File: config.mk
export PLATFORM = sky130hd
export DESIGN_NAME = quad_ctrl_top
export DESIGN_NICKNAME = d
export VERILOG_FILES = /design/src/logic/cnn_job_pkg.sv /design/src/logic/cnn_seq_pkg.sv /design/src/logic/job_fsm.sv /design/src/logic/frame_position_counter.sv /design/src/logic/pfb_reader.sv /design/src/logic/seq_read_gen.sv /design/src/logic/ce_execute_chain.sv /design/src/logic/quad_ctrl_top.sv
export SDC_FILE = /design/constraint.sdc
export NUM_CORES = 1
export LEC_CHECK = 0
export BUFFER_PORTS_ARGS = -buffer_cell sky130_fd_sc_hd__buf_4
export CAP_MARGIN = 20
export CORE_MARGIN = 1
export CORE_UTILIZATION = 60
export DETAILED_ROUTE_END_ITERATION = 8
export HOLD_SLACK_MARGIN = 0.03
export PLACE_DENSITY = 0.85
export SETUP_SLACK_MARGIN = 0.1
export SLEW_MARGIN = 20
export SYNTH_ARGS = -nofsm -noshare
export SYNTH_HDL_FRONTEND = slang
export SYNTH_SLANG_ARGS = --single-unit
export TNS_END_PERCENT = 10
File: constraint.sdc
create_clock -name clk -period 3.7 [get_ports clk]
set_clock_uncertainty 0.1 [all_clocks]
set_input_delay 0.185 -clock clk [delete_from_list [all_inputs] [get_ports clk]]
set_output_delay 0.185 -clock clk [all_outputs]
set_load 0.005 [all_outputs]
File: src/logic/cnn_job_pkg.sv
// Job and frame description shared by the row-sequencing controller
package cnn_job_pkg;

    // Width of a row or column index
    localparam int DIM_W = 10;

    // Rows primed into the pixel-feed buffer before execution starts
    localparam int KERNEL_ROWS = 4;

    // Sequence reads issued per output pixel
    localparam int SEQ_CYCLES = 5;

    // Frame size, both fields hold the last index
    typedef struct packed {
        logic [DIM_W-1:0] num_rows;
        logic [DIM_W-1:0] num_cols;
    } job_cfg_t;

    // Controller phases
    typedef enum logic [2:0] {
        IDLE,
        FETCH,
        PRIME,
        ACTIVE,
        DRAIN,
        DONE
    } ctrl_state_t;

endpackage

File: src/logic/cnn_seq_pkg.sv
// Sequence BRAM and compute-element side of the controller
package cnn_seq_pkg;

    // Sequence BRAM address width
    localparam int SEQ_ADDR_W = 12;

    // One read command toward the sequence BRAM
    typedef struct packed {
        logic                  en;
        logic [SEQ_ADDR_W-1:0] addr;
    } seq_rd_t;

endpackage

File: src/logic/job_fsm.sv
`timescale 1ns/1ps

module job_fsm (
    input  logic                        clk,
    input  logic                        rst,
    // Job handshake
    input  logic                        job_req,
    input  cnn_job_pkg::job_cfg_t       job_cfg,
    output logic                        job_ack,
    // Fetch handshake
    output logic                        fetch_req,
    input  logic                        fetch_ack,
    // Pixel-feed buffer read-out
    output logic                        load_row,
    input  logic                        row_busy,
    input  logic [cnn_job_pkg::DIM_W:0] rows_in,
    // Output row sequencing
    output logic                        run_row,
    input  logic                        row_end,
    input  logic                        frame_end,
    input  logic                        ce_busy,
    output logic                        job_start,
    output cnn_job_pkg::job_cfg_t       cfg
);

    // Row count that ends priming
    localparam logic [cnn_job_pkg::DIM_W:0] PRIME_ROWS =
        (cnn_job_pkg::DIM_W + 1)'(cnn_job_pkg::KERNEL_ROWS);

    cnn_job_pkg::ctrl_state_t    state;
    // Where the fetch path goes once the handshake closes
    cnn_job_pkg::ctrl_state_t    return_state;
    // Set when the row just run was the last of the frame
    logic                        last_row;
    logic [cnn_job_pkg::DIM_W:0] rows_total;

    // Input rows in the frame
    assign rows_total = {1'b0, cfg.num_rows} + 1'b1;

    // Execution waits until the freshly fetched row is read out
    assign run_row = (state == cnn_job_pkg::ACTIVE) && !row_busy;

    ////////////////////////////////////////////////////////////////////////////
    // Phase sequencing and both handshakes
    ////////////////////////////////////////////////////////////////////////////

    always_ff @(posedge clk) begin
        if (rst) begin
            state        <= cnn_job_pkg::IDLE;
            return_state <= cnn_job_pkg::PRIME;
            job_ack      <= 1'b0;
            fetch_req    <= 1'b0;
            load_row     <= 1'b0;
            job_start    <= 1'b0;
            last_row     <= 1'b0;
        end else begin
            // One-cycle strobes
            load_row  <= 1'b0;
            job_start <= 1'b0;
            case (state)
                cnn_job_pkg::IDLE: begin
                    // Accept a job and go straight to the first fetch
                    if (job_req) begin
                        job_start    <= 1'b1;
                        fetch_req    <= 1'b1;
                        return_state <= cnn_job_pkg::PRIME;
                        state        <= cnn_job_pkg::FETCH;
                    end
                end
                cnn_job_pkg::FETCH: begin
                    // Row landed in the pfb, start the read-out
                    if (fetch_req && fetch_ack) begin
                        fetch_req <= 1'b0;
                        load_row  <= 1'b1;
                    end else if (!fetch_req && !fetch_ack) begin
                        state <= return_state;
                    end
                end
                cnn_job_pkg::PRIME: begin
                    // Next kernel row once the previous one is read
                    if (!row_busy) begin
                        if (rows_in == PRIME_ROWS) begin
                            state <= cnn_job_pkg::ACTIVE;
                        end else begin
                            fetch_req <= 1'b1;
                            state     <= cnn_job_pkg::FETCH;
                        end
                    end
                end
                cnn_job_pkg::ACTIVE: begin
                    if (row_end) begin
                        last_row <= frame_end;
                        state    <= cnn_job_pkg::DRAIN;
                    end
                end
                cnn_job_pkg::DRAIN: begin
                    // Let every pulse leave the chain first
                    if (!ce_busy) begin
                        if (last_row || rows_in == rows_total) begin
                            job_ack <= 1'b1;
                            state   <= cnn_job_pkg::DONE;
                        end else begin
                            fetch_req    <= 1'b1;
                            return_state <= cnn_job_pkg::ACTIVE;
                            state        <= cnn_job_pkg::FETCH;
                        end
                    end
                end
                cnn_job_pkg::DONE: begin
                    // Hold ack until the host withdraws the request
                    if (!job_req) begin
                        job_ack <= 1'b0;
                        state   <= cnn_job_pkg::IDLE;
                    end
                end
                default: begin
                    state <= cnn_job_pkg::IDLE;
                end
            endcase
        end
    end

    // Frame size captured on acceptance
    always_ff @(posedge clk) begin
        if (state == cnn_job_pkg::IDLE && job_req) begin
            cfg <= job_cfg;
        end
    end

endmodule

File: src/logic/frame_position_counter.sv
`timescale 1ns/1ps

module frame_position_counter (
    input  logic                  clk,
    input  logic                  rst,
    input  cnn_job_pkg::job_cfg_t cfg,
    input  logic                  run_row,
    output logic                  pixel_step,
    output logic                  row_end,
    output logic                  frame_end
);

    localparam int CYC_W = $clog2(cnn_job_pkg::SEQ_CYCLES);
    localparam logic [CYC_W-1:0] LAST_CYC = CYC_W'(cnn_job_pkg::SEQ_CYCLES - 1);

    // Cycle within the current output pixel
    logic [CYC_W-1:0]              pix_cyc;
    logic [cnn_job_pkg::DIM_W-1:0] out_col;
    logic [cnn_job_pkg::DIM_W-1:0] out_row;
    // Index of the final output row
    logic [cnn_job_pkg::DIM_W-1:0] last_out_row;

    // Output rows start after the kernel rows are primed
    assign last_out_row = cfg.num_rows - cnn_job_pkg::DIM_W'(cnn_job_pkg::KERNEL_ROWS - 1);

    // End flags are only valid while a row runs
    assign pixel_step = run_row && (pix_cyc == LAST_CYC);
    assign row_end    = pixel_step && (out_col == cfg.num_cols);
    assign frame_end  = row_end && (out_row == last_out_row);

    always_ff @(posedge clk) begin
        if (rst) begin
            pix_cyc <= '0;
            out_col <= '0;
            out_row <= '0;
        end else if (run_row) begin
            if (pixel_step) begin
                pix_cyc <= '0;
            end else begin
                pix_cyc <= pix_cyc + 1'b1;
            end
            // Column steps on the last cycle of each pixel
            if (row_end) begin
                out_col <= '0;
            end else if (pixel_step) begin
                out_col <= out_col + 1'b1;
            end
            // Row count returns to zero for the next job
            if (frame_end) begin
                out_row <= '0;
            end else if (row_end) begin
                out_row <= out_row + 1'b1;
            end
        end
    end

endmodule

File: src/logic/pfb_reader.sv
`timescale 1ns/1ps

module pfb_reader (
    input  logic                        clk,
    input  logic                        rst,
    input  cnn_job_pkg::job_cfg_t       cfg,
    input  logic                        load_row,
    output logic                        pfb_rden,
    output logic                        row_busy,
    output logic [cnn_job_pkg::DIM_W:0] rows_in
);

    // Pixels of the current row still in the buffer
    logic [cnn_job_pkg::DIM_W:0] pix_left;
    // Whole frame read, next load begins a new job
    logic                        frame_read;

    assign pfb_rden = (pix_left != '0);
    // Busy already in the load cycle so the FSM never sees a gap
    assign row_busy = load_row || pfb_rden;

    always_ff @(posedge clk) begin
        if (rst) begin
            pix_left   <= '0;
            rows_in    <= '0;
            frame_read <= 1'b0;
        end else if (load_row) begin
            pix_left <= {1'b0, cfg.num_cols} + 1'b1;
            if (frame_read) begin
                rows_in    <= '0;
                frame_read <= 1'b0;
            end
        end else if (pfb_rden) begin
            pix_left <= pix_left - 1'b1;
            // Last pixel of the row
            if (pix_left == 1) begin
                rows_in    <= rows_in + 1'b1;
                frame_read <= (rows_in == {1'b0, cfg.num_rows});
            end
        end
    end

endmodule

File: src/logic/seq_read_gen.sv
`timescale 1ns/1ps

module seq_read_gen #(
    parameter int SEQ_DEPTH = 640
) (
    input  logic                 clk,
    input  logic                 rst,
    input  logic                 job_start,
    input  logic                 run_row,
    output cnn_seq_pkg::seq_rd_t seq_rd
);

    // Wrap point of the sequence program
    localparam logic [cnn_seq_pkg::SEQ_ADDR_W-1:0] ADDR_LAST =
        cnn_seq_pkg::SEQ_ADDR_W'(SEQ_DEPTH - 1);

    always_ff @(posedge clk) begin
        if (rst) begin
            seq_rd.en   <= 1'b0;
            seq_rd.addr <= '0;
        end else begin
            // One read per running cycle
            seq_rd.en <= run_row;
            if (job_start) begin
                seq_rd.addr <= '0;
            end else if (seq_rd.en) begin
                // Address runs on across output rows
                if (seq_rd.addr == ADDR_LAST) begin
                    seq_rd.addr <= '0;
                end else begin
                    seq_rd.addr <= seq_rd.addr + 1'b1;
                end
            end
        end
    end

endmodule

File: src/logic/ce_execute_chain.sv
`timescale 1ns/1ps

module ce_execute_chain #(
    parameter int NUM_CE      = 8,
    parameter int SEQ_LATENCY = 3
) (
    input  logic              clk,
    input  logic              rst,
    input  logic              seq_en,
    output logic [NUM_CE-1:0] ce_execute,
    output logic              ce_busy
);

    // BRAM latency stages followed by one stage per compute element
    localparam int PIPE_LEN = SEQ_LATENCY + NUM_CE - 1;

    // Bit k holds the read enable delayed k+1 cycles
    logic [PIPE_LEN-1:0] pipe_q;

    always_ff @(posedge clk) begin
        if (rst) begin
            pipe_q <= '0;
        end else begin
            pipe_q <= {pipe_q[PIPE_LEN-2:0], seq_en};
        end
    end

    // First element fires SEQ_LATENCY cycles after its read
    assign ce_execute = pipe_q[PIPE_LEN-1:SEQ_LATENCY-1];

    // Includes the read being issued this cycle
    assign ce_busy = seq_en || (|pipe_q);

endmodule

File: src/logic/quad_ctrl_top.sv
`timescale 1ns/1ps

module quad_ctrl_top #(
    parameter int NUM_CE      = 8,
    parameter int SEQ_DEPTH   = 640,
    parameter int SEQ_LATENCY = 3
) (
    input  logic                  clk,
    input  logic                  rst,
    // Host side
    input  logic                  job_req,
    input  cnn_job_pkg::job_cfg_t job_cfg,
    output logic                  job_ack,
    // Row fetch side
    output logic                  fetch_req,
    input  logic                  fetch_ack,
    output logic                  pfb_rden,
    // Sequence BRAM and compute elements
    output cnn_seq_pkg::seq_rd_t  seq_rd,
    output logic [NUM_CE-1:0]     ce_execute
);

    ////////////////////////////////////////////////////////////////////////////
    // Internal wiring
    ////////////////////////////////////////////////////////////////////////////

    // Frame size latched at job start
    cnn_job_pkg::job_cfg_t        cfg;
    logic                         job_start;
    logic                         load_row;
    logic                         row_busy;
    // Completed input rows of the current job
    logic [cnn_job_pkg::DIM_W:0]  rows_in;
    logic                         run_row;
    logic                         row_end;
    logic                         frame_end;
    logic                         ce_busy;

    job_fsm u_job_fsm (
        .clk       (clk),
        .rst       (rst),
        .job_req   (job_req),
        .job_cfg   (job_cfg),
        .job_ack   (job_ack),
        .fetch_req (fetch_req),
        .fetch_ack (fetch_ack),
        .load_row  (load_row),
        .row_busy  (row_busy),
        .rows_in   (rows_in),
        .run_row   (run_row),
        .row_end   (row_end),
        .frame_end (frame_end),
        .ce_busy   (ce_busy),
        .job_start (job_start),
        .cfg       (cfg)
    );

    // Pixel boundary is consumed inside the counter only
    frame_position_counter u_frame_position_counter (
        .clk        (clk),
        .rst        (rst),
        .cfg        (cfg),
        .run_row    (run_row),
        .pixel_step (),
        .row_end    (row_end),
        .frame_end  (frame_end)
    );

    pfb_reader u_pfb_reader (
        .clk      (clk),
        .rst      (rst),
        .cfg      (cfg),
        .load_row (load_row),
        .pfb_rden (pfb_rden),
        .row_busy (row_busy),
        .rows_in  (rows_in)
    );

    seq_read_gen #(
        .SEQ_DEPTH (SEQ_DEPTH)
    ) u_seq_read_gen (
        .clk       (clk),
        .rst       (rst),
        .job_start (job_start),
        .run_row   (run_row),
        .seq_rd    (seq_rd)
    );

    ce_execute_chain #(
        .NUM_CE      (NUM_CE),
        .SEQ_LATENCY (SEQ_LATENCY)
    ) u_ce_execute_chain (
        .clk        (clk),
        .rst        (rst),
        .seq_en     (seq_rd.en),
        .ce_execute (ce_execute),
        .ce_busy    (ce_busy)
    );

endmodule

==> impl_metrics.env, run 1 <==
export IMPL_synthArstFlopShare_pct=0
export IMPL_grt_setup_unrepaired="false"
export IMPL_drive_above_1_share_pct=11.5
export IMPL_synth_distinct_cells=65
export IMPL_leakage_nw=2.29
export IMPL_syn_cell_area_mm2=0.00537
export IMPL_antenna_found_initial=0
export IMPL_synth_edf_count=20
export IMPL_worst_slew_pin_slew_ps=1030
export IMPL_clk_pin_slew_ps=100
export IMPL_die_h_um=96.6
export IMPL_clk_path_buf_depth=2
export IMPL_final_cell_mix="dfxtp_1, nor2_1, buf_4"
export IMPL_ys_flop_type="dfxtp_1"
export IMPL_hold_viol=0
export IMPL_wl_per_cell_um=15.4
export IMPL_drtAntennaViolNets=0
export IMPL_io_pin_count=48
export IMPL_end_kind="flip-flop"
export IMPL_status="completed"
export IMPL_synth_avg_cell_area_um2=8.85
export IMPL_path_buf_inv=0
export IMPL_ir_drop_mv=0.274
export IMPL_synth_xor_area_share_pct=13.2
export IMPL_post_cts_buffers=0
export IMPL_timing_fmax_mhz=313
export IMPL_cts_inserted_buffers=9
export IMPL_tns_ps=0
export IMPL_drv_cap=0
export IMPL_antennaDiodeCount=0
export IMPL_fin_nets=686
export IMPL_place_port_buffers=47
export IMPL_synth_nets=643
export IMPL_final_common_cell="dfxtp_1"
export IMPL_route_vias_total=4590
export IMPL_grt_overflow_total=0
export IMPL_cp_required_ps=3860
export IMPL_placedInstanceArea_mm2=0.00568
export IMPL_yosys_warnings=0
export IMPL_finalWorstSetupSlack_ps=509
export IMPL_grt_start_max_net_pins=51
export IMPL_cpLargestDelayFamily="compound AO/OA/AOI/OAI gates"
export IMPL_grt_pass1_vias=4458
export IMPL_power_density_mw_per_mm2=511
export IMPL_vias_per_cell=6.02
export IMPL_synth_seq_area_share_pct=40.3
export IMPL_yosys_area_share_simple_pct=27.0
export IMPL_initial_core_util_pct=61.9
export IMPL_critical_path_class="reg2reg"
export IMPL_drcViolationCount=0
export IMPL_slew_violations=0
export IMPL_die_w_um=96.6
export IMPL_worst_ep_arrival_time_ps=3350
export IMPL_wirelength_mm=11.8
export IMPL_rows=34
export IMPL_timing_slew_headroom_pct=31.2
export IMPL_cts_tree="built"
export IMPL_timing_hold_ws_ps=161
export IMPL_synth_seq_cells=98
export IMPL_synth_mux_area_share_pct=0.792
export IMPL_htree_levels=3
export IMPL_setup_viol=0
export IMPL_cts_root_buf="clkbuf_8"
export IMPL_synth_compound_area_share_pct=11.1
export IMPL_cts_resized=0
export IMPL_hpwlAfterDp_mm=8.34
export IMPL_worstPathCellList="ha_1 > nor4_2 > nand3_1 > a2111oi_1 > o2111a_1 > nor3_1 > a22o_1"
export IMPL_clk_latency_ps=370
export IMPL_grt_pass1_wl_mm=20.7
export IMPL_fin_crit_ps=3190
export IMPL_netlist_instances=607
export IMPL_hp_class="in2reg"
export IMPL_gp_congestion=0.898
export IMPL_first_pass_iters=5
export IMPL_clock_sinks=98
export IMPL_finalCritPeriodShare_pct=86.2
export IMPL_cp_slowest_cell="nor4_2"
export IMPL_core_area_mm2=0.00868
export IMPL_start_kind="flip-flop"
export IMPL_area_delta_synth_final_pct=13.6
export IMPL_synth_fa_ha_area_share_pct=2.80
export IMPL_path_max_fanout=9
export IMPL_dp_slack_ps=637
export IMPL_slowest_delay_ps=610
export IMPL_synth_top_family_by_area="simple AND/OR/NAND/NOR gates"
export IMPL_grt_usage_pct=26.6
export IMPL_fin_area_mm2=0.00610
export IMPL_drt_initial_drc_count=313
export IMPL_die_area_mm2=0.00933
-- layer usage --
layer,GRT usage (%),part of all wire [%],up-vias
li1,-,-,2259
met4,10.1,1.7,0
met3,4.99,5.5,21
met1,34.5,44,2148
met5,0,0,-
met2,44.0,49,162
-- logic make-up (layout without fill, tap and decap cells) --
logic type | count (synthesis) | after routing
AO/OA/AOI/OAI | 84 | 84
flip-flops | 98 | 98
adder cells (fa/ha/maj) | 12 | 12
buffers and inverters | 56 | 104
AND/OR/NAND/NOR | 272 | 272
XOR/XNOR | 81 | 81
multiplexers | 4 | 4
-- power by group --
part	internal [mW]	leakage (nW)	switching [mW]
sequential	1.24	0.820	0.201
clock	0.330	0.0998	0.375
combinational	0.432	1.37	0.542
total	2.00	2.29	1.12
-- timing repair --
item / 4_1_cts / 5_1_grt
setup endpoints to repair: 0 / 0
hold buffers: 21 / 0
hold endpoints to repair: 21 / 0
-- flip-flops by register name, indices dropped and copies added (netlist names), 10 cells and up --
signal / count
u_job_fsm.cfg: 20
u_seq_read_gen.seq_rd: 13
u_pfb_reader.pix_left: 11
u_pfb_reader.rows_in: 11
u_ce_execute_chain.pipe_q: 10
u_frame_position_counter.out_col: 10
u_frame_position_counter.out_row: 10
-- per-stage QoR --
step | util (%) | std cells | power (mW)
6_report | 70.3 | 763 | 3.12
5_1_grt | 70.3 | 763 | 3.32
4_1_cts | 70.3 | 763 | 3.11
3_5_place_dp | 65.5 | 726 | 2.39
3_3_place_gp | 65.5 | 726 | 2.35
2_1_floorplan | - | 607 | 2.15
-- Yosys cell counts, drive strengths merged (14+ instances only) --
cell | count | area (um2)
dfxtp | 78 | 1560
nor2 | 63 | 236
nand2 | 43 | 161
xor2 | 43 | 377
xnor2 | 38 | 333
nand3 | 31 | 155
nor3 | 26 | 135
nand4 | 22 | 144
clkbuf | 21 | 78.8
edfxtp | 20 | 601
inv | 18 | 67.6
buf | 17 | 111
a21oi | 16 | 80.1
and3 | 15 | 93.8
nor2b | 14 | 87.6
nor4 | 14 | 106
-- final timing paths --
check	start	end	slack, ps	depth (start not counted)
setup / recovery	u_job_fsm.cfg[10]	u_frame_position_counter.out_row[4]	510	7
setup reg to reg	u_job_fsm.cfg[10]	u_frame_position_counter.out_row[4]	510	7
hold reg to reg	u_ce_execute_chain.pipe_q[0]	u_ce_execute_chain.pipe_q[1]	370	1
hold / removal	rst	u_ce_execute_chain.pipe_q[0]	160	2
-- area by class of cell --
cell class              instances  area [um2]
well taps                     108         135
multi-input cells             453        2950
clock buffers                  12         178
repair buffers                 70         578
clock inverters                 4        30.0
flip-flops and latches         98        2160
inverters                      18        67.6
fillers                       677        2580
(Power assumes the default switching activity.)
==> run 2, diff against run 1 <==
Settings changed: RECOVER_POWER from default to 100.
Clock period 3.7 ns to 3.5 ns, I/O delays scaled along.
==> run 2 against run 1 <==
Effect of this change:
- core utilization about the same
- sequential share of layout area hardly changed
- non-clock buffer count unchanged
- hold slack got worse by 28 ps
- combinational power grew 5%
- cell count unchanged
- register-to-register slack got worse by 200 ps
- largest cell class unchanged
- largest power group unchanged
==> impl_metrics.env, run 2 (same netlist as run 1, synthesis figures left out) <==
export IMPL_drcViolationCount=0
export IMPL_initial_core_util_pct=61.9
export IMPL_route_vias_total=4619
export IMPL_clk_path_buf_depth=2
export IMPL_cts_tree="built"
export IMPL_r2r_end="u_frame_position_counter.out_row[4]"
export IMPL_cts_inserted_buffers=9
export IMPL_timing_slew_headroom_pct=32.5
export IMPL_place_port_buffers=47
export IMPL_io_pin_count=48
export IMPL_timing_rr_start="u_job_fsm.cfg[10]"
export IMPL_final_cell_mix="dfxtp_1, nor2_1, xor2_1, nand2_1, clkbuf_4"
export IMPL_critical_path_class="reg2reg"
export IMPL_hold_viol=0
export IMPL_ir_drop_mv=0.299
export IMPL_timing_fmax_mhz=313
export IMPL_dpl_cell_count=726
export IMPL_cp_required_ps=3670
export IMPL_post_cts_buffers=0
export IMPL_setup_viol=0
export IMPL_wirelength_mm=12.0
export IMPL_fin_crit_ps=3190
export IMPL_core_area_mm2=0.00868
export IMPL_tns_ps=0
export IMPL_instances_no_fill=763
export IMPL_worst_slew_pin_slew_ps=1000
export IMPL_grt_overflow_total=0
export IMPL_drtAntennaViolNets=0
export IMPL_grt_pass1_vias=4500
export IMPL_die_w_um=96.6
export IMPL_r2r_slack_ps=310
export IMPL_clk_latency_ps=380
export IMPL_largest_reg_flops=20
export IMPL_fin_area_mm2=0.00610
export IMPL_regMostFlops="u_job_fsm.cfg"
export IMPL_hp_class="in2reg"
export IMPL_status="completed"
export IMPL_min_delay_start="rst"
export IMPL_timing_hold_ws_ps=132
export IMPL_vias_per_cell=6.05
export IMPL_drv_cap=0
export IMPL_min_to="u_ce_execute_chain.pipe_q[0]"
export IMPL_r2r_cells=7
export IMPL_grt_pass1_wl_mm=20.9
export IMPL_grt_start_max_net_pins=51
export IMPL_antenna_found_initial=0
export IMPL_antennaDiodeCount=0
export IMPL_die_area_mm2=0.00933
export IMPL_clk_pin_slew_ps=100
export IMPL_dp_slack_ps=431
export IMPL_htree_levels=3
export IMPL_finalWorstSetupSlack_ps=306
export IMPL_p_total_mw=3.32
export IMPL_clock_sinks=98
export IMPL_die_h_um=96.6
export IMPL_power_density_mw_per_mm2=545
export IMPL_first_pass_iters=5
export IMPL_grt_usage_pct=27.1
export IMPL_hpwlAfterDp_mm=8.30
export IMPL_drive_above_1_share_pct=10.8
export IMPL_fin_nets=686
export IMPL_area_delta_synth_final_pct=13.5
export IMPL_hold_depth=2
export IMPL_grt_setup_unrepaired="true"
export IMPL_gp_congestion=0.898
export IMPL_path_max_fanout=9
export IMPL_worst_ep_arrival_time_ps=3360
export IMPL_final_common_cell="dfxtp_1"
export IMPL_end_kind="flip-flop"
export IMPL_start_kind="flip-flop"
export IMPL_placedInstanceArea_mm2=0.00568
export IMPL_rows=34
export IMPL_leakage_nw=2.27
export IMPL_cts_root_buf="clkbuf_8"
export IMPL_slew_violations=0
export IMPL_wl_per_cell_um=15.7
export IMPL_reg_top3="u_job_fsm.cfg x20, u_seq_read_gen.seq_rd x13"
export IMPL_final_util_pct=70.3
export IMPL_drt_initial_drc_count=312
export IMPL_finalCritPeriodShare_pct=91.3
## run 2: how the worst max path moves through the flow
stage                     slack [ps]               from                             endpoint
after global routing              30  u_job_fsm.cfg[10]  u_frame_position_counter.out_row[3]
after CTS                        260  u_job_fsm.cfg[10]  u_frame_position_counter.out_row[4]
after global placement           590  u_job_fsm.cfg[10]  u_frame_position_counter.out_row[3]
after floorplan                  820  u_job_fsm.cfg[11]  u_frame_position_counter.out_row[8]
after detailed placement         430  u_job_fsm.cfg[10]  u_frame_position_counter.out_row[4]
final                            310  u_job_fsm.cfg[10]  u_frame_position_counter.out_row[4]
## run 2: per-layer routing
| metal | vias up | part of all wire (%) | GRT usage, % |
|---|---|---|---|
| met5 | - | 0 | 0 |
| met4 | 0 | 2.6 | 11.9 |
| met3 | 36 | 6.0 | 4.91 |
| met2 | 165 | 48 | 43.7 |
| met1 | 2163 | 44 | 35.5 |
| li1 | 2255 | - | - |
## run 2: power by group
part | leakage (nW) | switching (mW) | internal, mW
Combinational | 1.34 | 0.573 | 0.442
Sequential | 0.820 | 0.218 | 1.31
Clock | 0.106 | 0.404 | 0.378
## run 2: worst max-delay path: stages, from the launching register on
cell and delay [ps]:
edfxtp_1 530, ha_1 360, nor4_4 460, nand3_1 160, a2111oi_1 600, o2111a_1 470
nor3_1 150, a22o_1 240
## run 2: final cells by class
cell class / count / area (um2)
repair buffers: 70 / 567
clock buffers: 11 / 153
well taps: 108 / 135
flip-flops and latches: 98 / 2160
fillers: 655 / 2580
multi-input cells: 453 / 2960
clock inverters: 5 / 58.8
inverters: 18 / 67.6
## run 2: what timing repair did
item | CTS | global route
hold buffers | 21 | 0
resized for setup | 0 | 2
setup endpoints to repair | 0 | 10
endpoints found under the hold margin | 21 | 0
